==> src/rtl/win_screen_macros.svh <==
// ########################################
// Geometry and palette of the win screen
// Include in any file that places or colours the king
// ########################################
`ifndef WIN_SCREEN_MACROS_SVH
`define WIN_SCREEN_MACROS_SVH

// Edge of one grid cell in pixels
`define KING_CELL 24

// Top left corner of the king grid
`define KING_X0 272
`define KING_Y0 116

// Grid size in cells
`define KING_COLS 20
`define KING_ROWS 23

// Outline colour, shared by both schemes
`define COLOR_BORDER 12'h666

// White king on a light background
`define COLOR_WHITE_FILL 12'hfff
`define COLOR_WHITE_BG 12'heee

// Black king on a dark background
`define COLOR_BLACK_FILL 12'h000
`define COLOR_BLACK_BG 12'h111

`endif

==> src/rtl/vga_pkg.sv <==
// ########################################
// Types shared by the VGA pipeline stages
// Referenced by scoped names, never imported
// ########################################
`default_nettype none

package vga_pkg;

        // 4 bits per channel, red in the top nibble
        typedef logic [11:0] rgb_t;

        // Timing and colour of one pixel
        typedef struct packed {
                logic [10:0] hcount;
                logic [10:0] vcount;
                logic        hsync;
                logic        vsync;
                logic        hblnk;
                logic        vblnk;
                rgb_t        rgb;
        } vga_bus_t;

        // What the king shape holds at one grid cell
        typedef enum logic [1:0] {
                CELL_NONE   = 2'd0,
                CELL_BORDER = 2'd1,
                CELL_FILL   = 2'd2
        } cell_class_t;

endpackage

`default_nettype wire

==> src/rtl/king_cell_locator.sv <==
// ########################################
// First pipeline stage of the win screen
// Maps each pixel to its king grid cell
// ########################################
`default_nettype none

`include "win_screen_macros.svh"

module king_cell_locator (
        input  logic              clk,
        input  logic              rst,
        input  vga_pkg::vga_bus_t vga_in,
        input  logic              white_win,
        input  logic              black_win,
        output vga_pkg::vga_bus_t vga_s1,
        output logic              white_s1,
        output logic              black_s1,
        output logic              in_grid,
        output logic [4:0]        col,
        output logic [4:0]        row
);

        logic [10:0] x_off;
        logic [10:0] y_off;
        logic [4:0]  col_nxt;
        logic [4:0]  row_nxt;
        logic        in_grid_nxt;

        // Offsets wrap outside the grid, in_grid masks those cases
        always_comb begin
                x_off = vga_in.hcount - 11'(`KING_X0);
                y_off = vga_in.vcount - 11'(`KING_Y0);

                col_nxt = 5'(x_off / 11'(`KING_CELL));
                row_nxt = 5'(y_off / 11'(`KING_CELL));

                in_grid_nxt = (vga_in.hcount >= `KING_X0) &&
                              (vga_in.hcount < `KING_X0 + `KING_COLS * `KING_CELL) &&
                              (vga_in.vcount >= `KING_Y0) &&
                              (vga_in.vcount < `KING_Y0 + `KING_ROWS * `KING_CELL);
        end

        always_ff @(posedge clk) begin
                if (rst) begin
                        vga_s1   <= '0;
                        white_s1 <= 1'b0;
                        black_s1 <= 1'b0;
                        in_grid  <= 1'b0;
                        col      <= '0;
                        row      <= '0;
                end else begin
                        vga_s1   <= vga_in;
                        white_s1 <= white_win;
                        black_s1 <= black_win;
                        in_grid  <= in_grid_nxt;
                        col      <= col_nxt;
                        row      <= row_nxt;
                end
        end

        // Shape table only covers the grid, so an in-grid cell must index it
        cell_in_table: assert property (
                @(posedge clk) disable iff (rst)
                in_grid |-> (col < `KING_COLS) && (row < `KING_ROWS)
        );

endmodule

`default_nettype wire

==> src/rtl/king_shape_rom.sv <==
// ########################################
// King outline on a 20 x 23 cell grid
// Shared by the white and black win screens
// ########################################
`default_nettype none

module king_shape_rom (
        input  logic [4:0]           row,
        input  logic [4:0]           col,
        output vga_pkg::cell_class_t cell_class
);

        logic is_border;
        logic is_fill;

        function automatic logic span(input logic [4:0] c,
                                      input logic [4:0] lo,
                                      input logic [4:0] hi);
                return (c >= lo) && (c <= hi);
        endfunction

        // Row 0 is the top of the cross
        always_comb begin
                is_border = 1'b0;
                is_fill   = 1'b0;
                case (row)
                        5'd0: begin
                                is_border = span(col, 5'd9, 5'd10);
                        end
                        5'd1: begin
                                is_border = (col == 5'd8) || (col == 5'd11);
                                is_fill   = span(col, 5'd9, 5'd10);
                        end
                        5'd2, 5'd5: begin
                                is_border = span(col, 5'd7, 5'd8) || span(col, 5'd11, 5'd12);
                                is_fill   = span(col, 5'd9, 5'd10);
                        end
                        // Cross bar
                        5'd3, 5'd4: begin
                                is_border = (col == 5'd6) || (col == 5'd13);
                                is_fill   = span(col, 5'd7, 5'd12);
                        end
                        // Shoulders start growing out of the stem
                        5'd6: begin
                                is_border = span(col, 5'd2, 5'd5) || span(col, 5'd7, 5'd8) ||
                                            span(col, 5'd11, 5'd12) || span(col, 5'd14, 5'd17);
                                is_fill   = span(col, 5'd9, 5'd10);
                        end
                        5'd7: begin
                                is_border = (col == 5'd1) || span(col, 5'd6, 5'd8) ||
                                            span(col, 5'd11, 5'd13) || (col == 5'd18);
                                is_fill   = span(col, 5'd2, 5'd5) || span(col, 5'd9, 5'd10) ||
                                            span(col, 5'd14, 5'd17);
                        end
                        5'd8: begin
                                is_border = (col == 5'd0) || (col == 5'd8) ||
                                            (col == 5'd11) || (col == 5'd19);
                                is_fill   = span(col, 5'd1, 5'd7) || span(col, 5'd9, 5'd10) ||
                                            span(col, 5'd12, 5'd18);
                        end
                        5'd9, 5'd10: begin
                                is_border = (col == 5'd0) || span(col, 5'd9, 5'd10) ||
                                            (col == 5'd19);
                                is_fill   = span(col, 5'd1, 5'd8) || span(col, 5'd11, 5'd18);
                        end
                        // Widest part of the body
                        5'd11, 5'd12, 5'd13, 5'd14: begin
                                is_border = (col == 5'd0) || (col == 5'd19);
                                is_fill   = span(col, 5'd1, 5'd18);
                        end
                        5'd15, 5'd16: begin
                                is_border = (col == 5'd1) || (col == 5'd18);
                                is_fill   = span(col, 5'd2, 5'd17);
                        end
                        5'd17, 5'd21: begin
                                is_border = (col == 5'd2) || (col == 5'd17);
                                is_fill   = span(col, 5'd3, 5'd16);
                        end
                        5'd18: begin
                                is_border = span(col, 5'd3, 5'd16);
                        end
                        5'd19: begin
                                is_border = (col == 5'd3) || (col == 5'd16);
                                is_fill   = span(col, 5'd4, 5'd15);
                        end
                        // Base plate outlines
                        5'd20, 5'd22: begin
                                is_border = span(col, 5'd2, 5'd17);
                        end
                        default: begin
                                is_border = 1'b0;
                                is_fill   = 1'b0;
                        end
                endcase

                if (is_border) begin
                        cell_class = vga_pkg::CELL_BORDER;
                end else if (is_fill) begin
                        cell_class = vga_pkg::CELL_FILL;
                end else begin
                        cell_class = vga_pkg::CELL_NONE;
                end
        end

endmodule

`default_nettype wire

==> src/rtl/win_colorizer.sv <==
// ########################################
// Second pipeline stage of the win screen
// Paints the winner's scheme or passes the pixel
// ########################################
`default_nettype none

`include "win_screen_macros.svh"

module win_colorizer (
        input  logic                 clk,
        input  logic                 rst,
        input  vga_pkg::vga_bus_t    vga_s1,
        input  logic                 white_s1,
        input  logic                 black_s1,
        input  logic                 in_grid,
        input  vga_pkg::cell_class_t cell_class,
        output vga_pkg::vga_bus_t    vga_out
);

        vga_pkg::cell_class_t cls;
        vga_pkg::vga_bus_t    vga_nxt;

        always_comb begin
                // Outside the grid everything is background
                cls = in_grid ? cell_class : vga_pkg::CELL_NONE;

                // Timing fields go through untouched
                vga_nxt = vga_s1;

                // White wins a tie
                if (white_s1) begin
                        case (cls)
                                vga_pkg::CELL_BORDER: vga_nxt.rgb = `COLOR_BORDER;
                                vga_pkg::CELL_FILL:   vga_nxt.rgb = `COLOR_WHITE_FILL;
                                default:              vga_nxt.rgb = `COLOR_WHITE_BG;
                        endcase
                end else if (black_s1) begin
                        case (cls)
                                vga_pkg::CELL_BORDER: vga_nxt.rgb = `COLOR_BORDER;
                                vga_pkg::CELL_FILL:   vga_nxt.rgb = `COLOR_BLACK_FILL;
                                default:              vga_nxt.rgb = `COLOR_BLACK_BG;
                        endcase
                end
        end

        always_ff @(posedge clk) begin
                if (rst) begin
                        vga_out <= '0;
                end else begin
                        vga_out <= vga_nxt;
                end
        end

        // During play the board image must come through unaltered
        pass_through_rgb: assert property (
                @(posedge clk) disable iff (rst)
                (!white_s1 && !black_s1) |=> (vga_out.rgb == $past(vga_s1.rgb))
        );

endmodule

`default_nettype wire

==> src/rtl/draw_win.sv <==
// ########################################
// Win screen overlay for the chess display
// Two cycle pipeline, drop in on the VGA path
// ########################################
`default_nettype none

module draw_win (
        input  logic              clk,
        input  logic              rst,
        input  vga_pkg::vga_bus_t vga_in,
        input  logic              white_win,
        input  logic              black_win,
        output vga_pkg::vga_bus_t vga_out
);

        vga_pkg::vga_bus_t    vga_s1;
        logic                 white_s1;
        logic                 black_s1;
        logic                 in_grid;
        logic [4:0]           col;
        logic [4:0]           row;
        vga_pkg::cell_class_t cell_class;

        king_cell_locator u_locator (
                .clk       (clk),
                .rst       (rst),
                .vga_in    (vga_in),
                .white_win (white_win),
                .black_win (black_win),
                .vga_s1    (vga_s1),
                .white_s1  (white_s1),
                .black_s1  (black_s1),
                .in_grid   (in_grid),
                .col       (col),
                .row       (row)
        );

        // Combinational, sits between the two register stages
        king_shape_rom u_shape (
                .row        (row),
                .col        (col),
                .cell_class (cell_class)
        );

        win_colorizer u_colorizer (
                .clk        (clk),
                .rst        (rst),
                .vga_s1     (vga_s1),
                .white_s1   (white_s1),
                .black_s1   (black_s1),
                .in_grid    (in_grid),
                .cell_class (cell_class),
                .vga_out    (vga_out)
        );

endmodule

`default_nettype wire

==> config.mk <==
export PLATFORM = sky130hd
export DESIGN_NAME = draw_win
export DESIGN_NICKNAME = d
export VERILOG_FILES = /design/src/rtl/vga_pkg.sv /design/src/rtl/king_cell_locator.sv /design/src/rtl/king_shape_rom.sv /design/src/rtl/win_colorizer.sv /design/src/rtl/draw_win.sv
export VERILOG_INCLUDE_DIRS = /design/src /design/src/rtl
export SDC_FILE = /design/constraint.sdc
export NUM_CORES = 1
export LEC_CHECK = 0
export BUFFER_PORTS_ARGS = -buffer_cell sky130_fd_sc_hd__clkbuf_2
export CORE_MARGIN = 1.5
export CORE_UTILIZATION = 55
export DETAILED_ROUTE_END_ITERATION = 12
export GPL_ROUTABILITY_DRIVEN = 1
export PLACE_DENSITY = 0.78
export SLEW_MARGIN = 20
export SYNTH_ARGS = -nofsm -noshare
export SYNTH_HDL_FRONTEND = slang
export SYNTH_SLANG_ARGS = --single-unit
==> constraint.sdc <==
create_clock -name clk -period 4.2 [get_ports clk]
set_input_delay 0.84 -clock clk [delete_from_list [all_inputs] [get_ports clk]]
set_output_delay 0.84 -clock clk [all_outputs]
set_load 0.005 [all_outputs]
Word-level counts from Yosys, hierarchy flattened
Cells that the tools add are included.
Word-level totals
  register bits: 89
  input port bits: 42
Cells by class
  $add $sub $neg: 2
  divide/modulo/power cells: 2
  $lt $le $gt $ge: 24
  equal/unequal tests: 35
  mux-type cells: 9
  reductions and logical operators: 52
Operators by type and width (count)
  equality test 5 x 4 -> 1 bit, second input constant: 11
  equality test 5 bit, second input constant: 11
  equality test 5 x 3 -> 1 bit, second input constant: 5
  less-or-equal comparator 5 x 4 -> 1 bit, second input constant: 5
  two-way mux 12 bit: 2
  one-hot mux 12 bit (2 select lines): 1
  logical OR 1 bit: 23
  divider 11 x 5 -> 11 bit, second input constant: 2
  < comparator 11 x 10 -> 1 bit, second input constant: 2
  one-hot mux 11 bit (2 select lines): 1
  equality test 5 x 2 -> 1 bit, second input constant: 4
  >= comparator 5 x 4 -> 1 bit, second input constant: 4
  logical AND 1 bit: 19
  >= comparator 5 x 3 -> 1 bit, second input constant: 3
  less-or-equal comparator 5 bit, second input constant: 3
  one-hot mux 1 bit (14 select lines): 1
  OR reduction 2 bit: 6
  >= comparator 11 x 7 -> 1 bit, second input constant: 1
  >= comparator 11 x 9 -> 1 bit, second input constant: 1
  subtractor 11 x 7 -> 11 bit, second input constant: 1
  subtractor 11 x 9 -> 11 bit, second input constant: 1
  equality test 5 x 1 -> 1 bit, second input constant: 2
  >= comparator 5 x 2 -> 1 bit, second input constant: 2
  less-or-equal comparator 5 x 3 -> 1 bit, second input constant: 2
  7 further kinds: 11

Depth between registers and ports, before layout
  depth after elaboration: 12
  depth in mapped cells: 13
  mapped depth without buffers: 12

Modules after synthesis
From an unflattened synthesis, not the netlist that was laid out.
Unflattened totals
  cell total of the unflattened synthesis: 681
  area total of the unflattened synthesis: 5417.7 um2
By module, submodules not included
  king_cell_locator: times used 1, cells each 465, area an instance 3528.4 um2, sequential area each 1021.0 um2
  win_colorizer: times used 1, cells each 104, area an instance 1181.1 um2, sequential area each 760.7 um2
  king_shape_rom: times used 1, cells each 112, area an instance 708.2 um2, sequential area each 0.0 um2

Worst setup path after synthesis
No wires, ideal clock.
  kind: input to register
  start point: input vga_in[19] (netlist name)
  end point: register u_locator.row[1]
  setup time: 128 ps
  data arrival time: 3343 ps
  setup slack: 729 ps
  stages on the path: 13
  buffers on the path: 1
  path through: inv_1 -> ha_1 -> nand4b_1 -> and2b_1 -> xor2_1 -> buf_2 -> nand3_1 -> and2_1 -> a21boi_0 -> o32ai_2 -> a31oi_1 -> a2111oi_0 -> nor2_1
Between the ends
  longest elaborated chain between the ends: 2
Ends and longest elaborated chain
  start: declaration: RTL line draw_win.sv:10  | input vga_pkg::vga_bus_t vga_in,
  subtractor 11 x 7 -> 11 bit: RTL line king_cell_locator.sv:32  | y_off = vga_in.vcount - 11'(`KING_Y0);
  divider 11 x 5 -> 11 bit: RTL line king_cell_locator.sv:35  | row_nxt = 5'(y_off / 11'(`KING_CELL));
  end signal: assignment: RTL line king_cell_locator.sv:57  | row <= row_nxt;
  end: declaration: RTL line king_cell_locator.sv:20  | output logic [4:0] row
No other way between the ends.
A chain may end at the register's enable or synchronous reset.

Worst setup path in the final report
Ends and elaborated chain as after synthesis.

==> results_dict.tcl <==
set metrics [dict create \
    wire_per_inst_microns 14.8 \
    run_status "finished, final reports clean" \
    die_w_microns 97.1 \
    nNetsFinal 709 \
    grt_pass1_vias 4243 \
    syn-num-nets 646 \
    arrival_ns 3.83 \
    start_util 0.564 \
    wl_met1_microns 4860 \
    max_stage_delay_ns 0.51 \
    mostFrequentLayoutCells "dfxtp_1 (89), clkbuf_2 (79), nor2_1 (65)" \
    cts.sinks 89 \
    holdPathStages 1 \
    grt_max_degree 33 \
    dr.pass1.iters 5 \
    synth_edf_count 0 \
    antenna_left 0 \
    p_leak_nw 2.23 \
    dpl_cell_area_sq_mm 0.00527 \
    peakVddDrop_mv 0.163 \
    rsz0062_at_grt "false" \
    r2r_slack_ns 1.23 \
    synthArstFlopShare 0 \
    maxSlewHeadroom 0.474 \
    synth_seq_cells 89 \
    ys_seq_area_frac 0.366 \
    r2r_cells 10 \
    hold_viol 0 \
    dp_hpwl_microns 8520 \
    crit_required_ns 4.45 \
    cp-start-kind "input pin" \
    n_fill_cell 755 \
    tritoncts "yes" \
    setup_viol 0 \
    hold_path.class "reg -> reg" \
    powerDensity_mw_per_mm2 382 \
    synthCells 599 \
    finalClockSkew_ns 0.0104 \
    timing.fmax_mhz 279 \
    synth.distinct_cells 73 \
    cts_resized 0 \
    core_area_sq_mm 0.00864 \
    wl_met3_microns 654 \
    slew_violations 0 \
    reg2reg_to "u_colorizer.vga_out[6]" \
    crit_start "vga_in[19]" \
    cp_max_fo 7 \
    clk_latency_ns 0.37 \
    critPathCaptureType "register" \
    io_pins 80 \
    place_congestion 0.943 \
    fin_crit_sh 0.852 \
    vias 4622 \
    overflow 0 \
    numCtsBuffers 9 \
    yosysWarnings 0 \
    path_clk_slew_ns 0.10 \
    root_buffer "clkbuf_8" \
    endpoint "u_locator.row[1]" \
    drcViolationCount 0 \
    drive_gt1_frac 0.183 \
    maxCapViolations 0 \
    crit_chain "clkbuf_2, inv_1, ha_1, nand4b_1, and2b_1, xor2_1, nand3_1, and2_1, a21boi_0, o32ai_2, a31oi_1, a2111oi_0, nor2_1" \
    io_buffers 79 \
    worst_pin_slew_ns 0.783 \
    top_layer "met4" \
    r2r-start "u_locator.col[3]" \
    h-tree-depth 3 \
    areaGrowthSynthToFinish_pct 12.3 \
    synth_top_flop_cell "dfxtp_1" \
    drt_iter0_markers 245 \
    gr-usage-all-layers 0.247 \
    rows 34 \
    die_height_microns 97.1 \
    routed_wl_microns 11500 \
    ctsHoldBuffers 0 \
    wl_met2_microns 5730 \
    layout_commonest_cell "dfxtp_1" \
    fin_crit_ns 3.58 \
    postLayoutCellArea_sq_mm 0.00547 \
    die_area_sq_mm 0.00942 \
    grt_first_pass_wirelength_microns 19400 \
    antennaDiodeCount 0 \
    antenna_found_initial 0 \
    cp_slowest_cell "a2111oi_0" \
    synthesis.area_sq_mm 0.00487 \
    syn_area_per_cell_sq_um 8.13 \
    viasPerCell 5.96 \
    cts_buffer_depth 2 \
    setup_tns_ns 0 \
    postCtsSetupBuffers 0 \
    worstSetupPathType "in -> reg" \
]
[worst min-delay path by stage]
stage                              end            startpoint  slack, ns
4_1_cts        u_colorizer.vga_out[21]  u_locator.vga_s1[21]       0.44
3_5_place_dp    u_colorizer.vga_out[1]   u_locator.vga_s1[1]       0.42
3_3_place_gp   u_colorizer.vga_out[25]  u_locator.vga_s1[25]       0.41
5_1_grt        u_colorizer.vga_out[21]  u_locator.vga_s1[21]       0.45
2_1_floorplan  u_colorizer.vga_out[12]  u_locator.vga_s1[12]       0.41
6_report       u_colorizer.vga_out[18]  u_locator.vga_s1[18]       0.44
[synthesized netlist by cell type (3+ instances only)]
master / n / area [sq um]
o221ai_1: 3 / 26.3
buf_2: 3 / 15.0
o2111ai_1: 3 / 26.3
nor4_1: 6 / 37.5
xnor2_1: 21 / 184
nor3_1: 18 / 90.1
nand2_1: 46 / 173
mux2i_1: 3 / 30.0
nand3_1: 15 / 75.1
ha_1: 5 / 62.6
a2111oi_0: 4 / 35.0
nand2b_1: 6 / 37.5
a211oi_1: 6 / 45.0
buf_4: 5 / 37.5
a22oi_1: 8 / 60.1
buf_6: 4 / 45.0
a21oi_1: 40 / 200
inv_1: 17 / 63.8
dfxtp_1: 89 / 1780
a21o_1: 5 / 37.5
o31ai_1: 3 / 22.5
xor2_1: 11 / 96.3
nor2_1: 65 / 244
o22ai_1: 5 / 31.3
a32oi_1: 3 / 26.3
o211ai_1: 4 / 30.0
clkbuf_1: 23 / 86.3
nor2b_1: 62 / 388
a31oi_1: 8 / 50.1
o21a_1: 11 / 82.6
and2_1: 7 / 43.8
o21ai_0: 23 / 115
or3_1: 7 / 43.8
nand4_1: 6 / 37.5
o32ai_1: 4 / 35.0
[per-stage QoR]
step / hold WS, ns / setup WS (ns) / cells / util / power, mW
final: 0.440 / 0.620 / 775 / 0.633 / 2.09
after global routing: 0.447 / 0.428 / 775 / 0.633 / 2.21
after detailed placement: 0.423 / 0.259 / 759 / 0.611 / 1.52
after global placement: 0.415 / 0.461 / 759 / 0.611 / 1.51
after CTS: 0.443 / 0.661 / 775 / 0.633 / 2.09
after floorplan: 0.414 / 0.729 / 599 / - / 1.38
[per-layer routing]
metal	global-route usage	up-vias
met3	0.0360	25
met4	0.0825	0
met2	0.424	182
li1	-	2251
met5	0	-
met1	0.319	2164
[report_power, final]
| group | internal (mW) | total, mW | leakage (nW) | switching, mW |
|---|---|---|---|---|
| combinational | 0.224 | 0.545 | 1.39 | 0.321 |
| clock | 0.233 | 0.576 | 0.0997 | 0.343 |
| sequential | 0.898 | 0.968 | 0.738 | 0.0698 |
| total | 1.35 | 2.09 | 2.23 | 0.734 |
[cell families after synthesis]
kind of cell | count (synthesis) | share of synthesized area
flip-flops | 89 | 0.366
multiplexers | 3 | 0.00617
buffers and inverters | 55 | 0.0555
AND/OR/NAND/NOR | 254 | 0.266
adder cells (fa/ha/maj) | 5 | 0.0129
XOR/XNOR | 32 | 0.0576
AO/OA/AOI/OAI | 161 | 0.235
[layout make-up]
class / count / area [sq um] / area share
flip-flops and latches: 89 / 1780 / 0.326
multi-input cells: 455 / 2820 / 0.515
well taps: 108 / 135 / 0.0247
repair buffers: 90 / 478 / 0.0874
inverters: 17 / 63.8 / 0.0117
clock inverters: 7 / 68.8 / 0.0126
clock buffers: 9 / 124 / 0.0227
[state kept, by name (all words and copies together), names as in the netlist]
signal               flops
u_locator.col            5
u_colorizer.vga_out     38
u_locator.row            5
u_locator.vga_s1        38
u_locator.in_grid        1
u_locator.white_s1       1
u_locator.black_s1       1
[worst max-delay path: cells and delay by family]
kind | cells | cell delay [ns]
adder cells (fa/ha/maj) | 1 | 0.25
AO/OA/AOI/OAI | 4 | 1.07
XOR/XNOR | 1 | 0.39
AND/OR/NAND/NOR | 5 | 1.01
buffers and inverters | 2 | 0.27
Note: power is estimated with default switching activity, not from simulation.
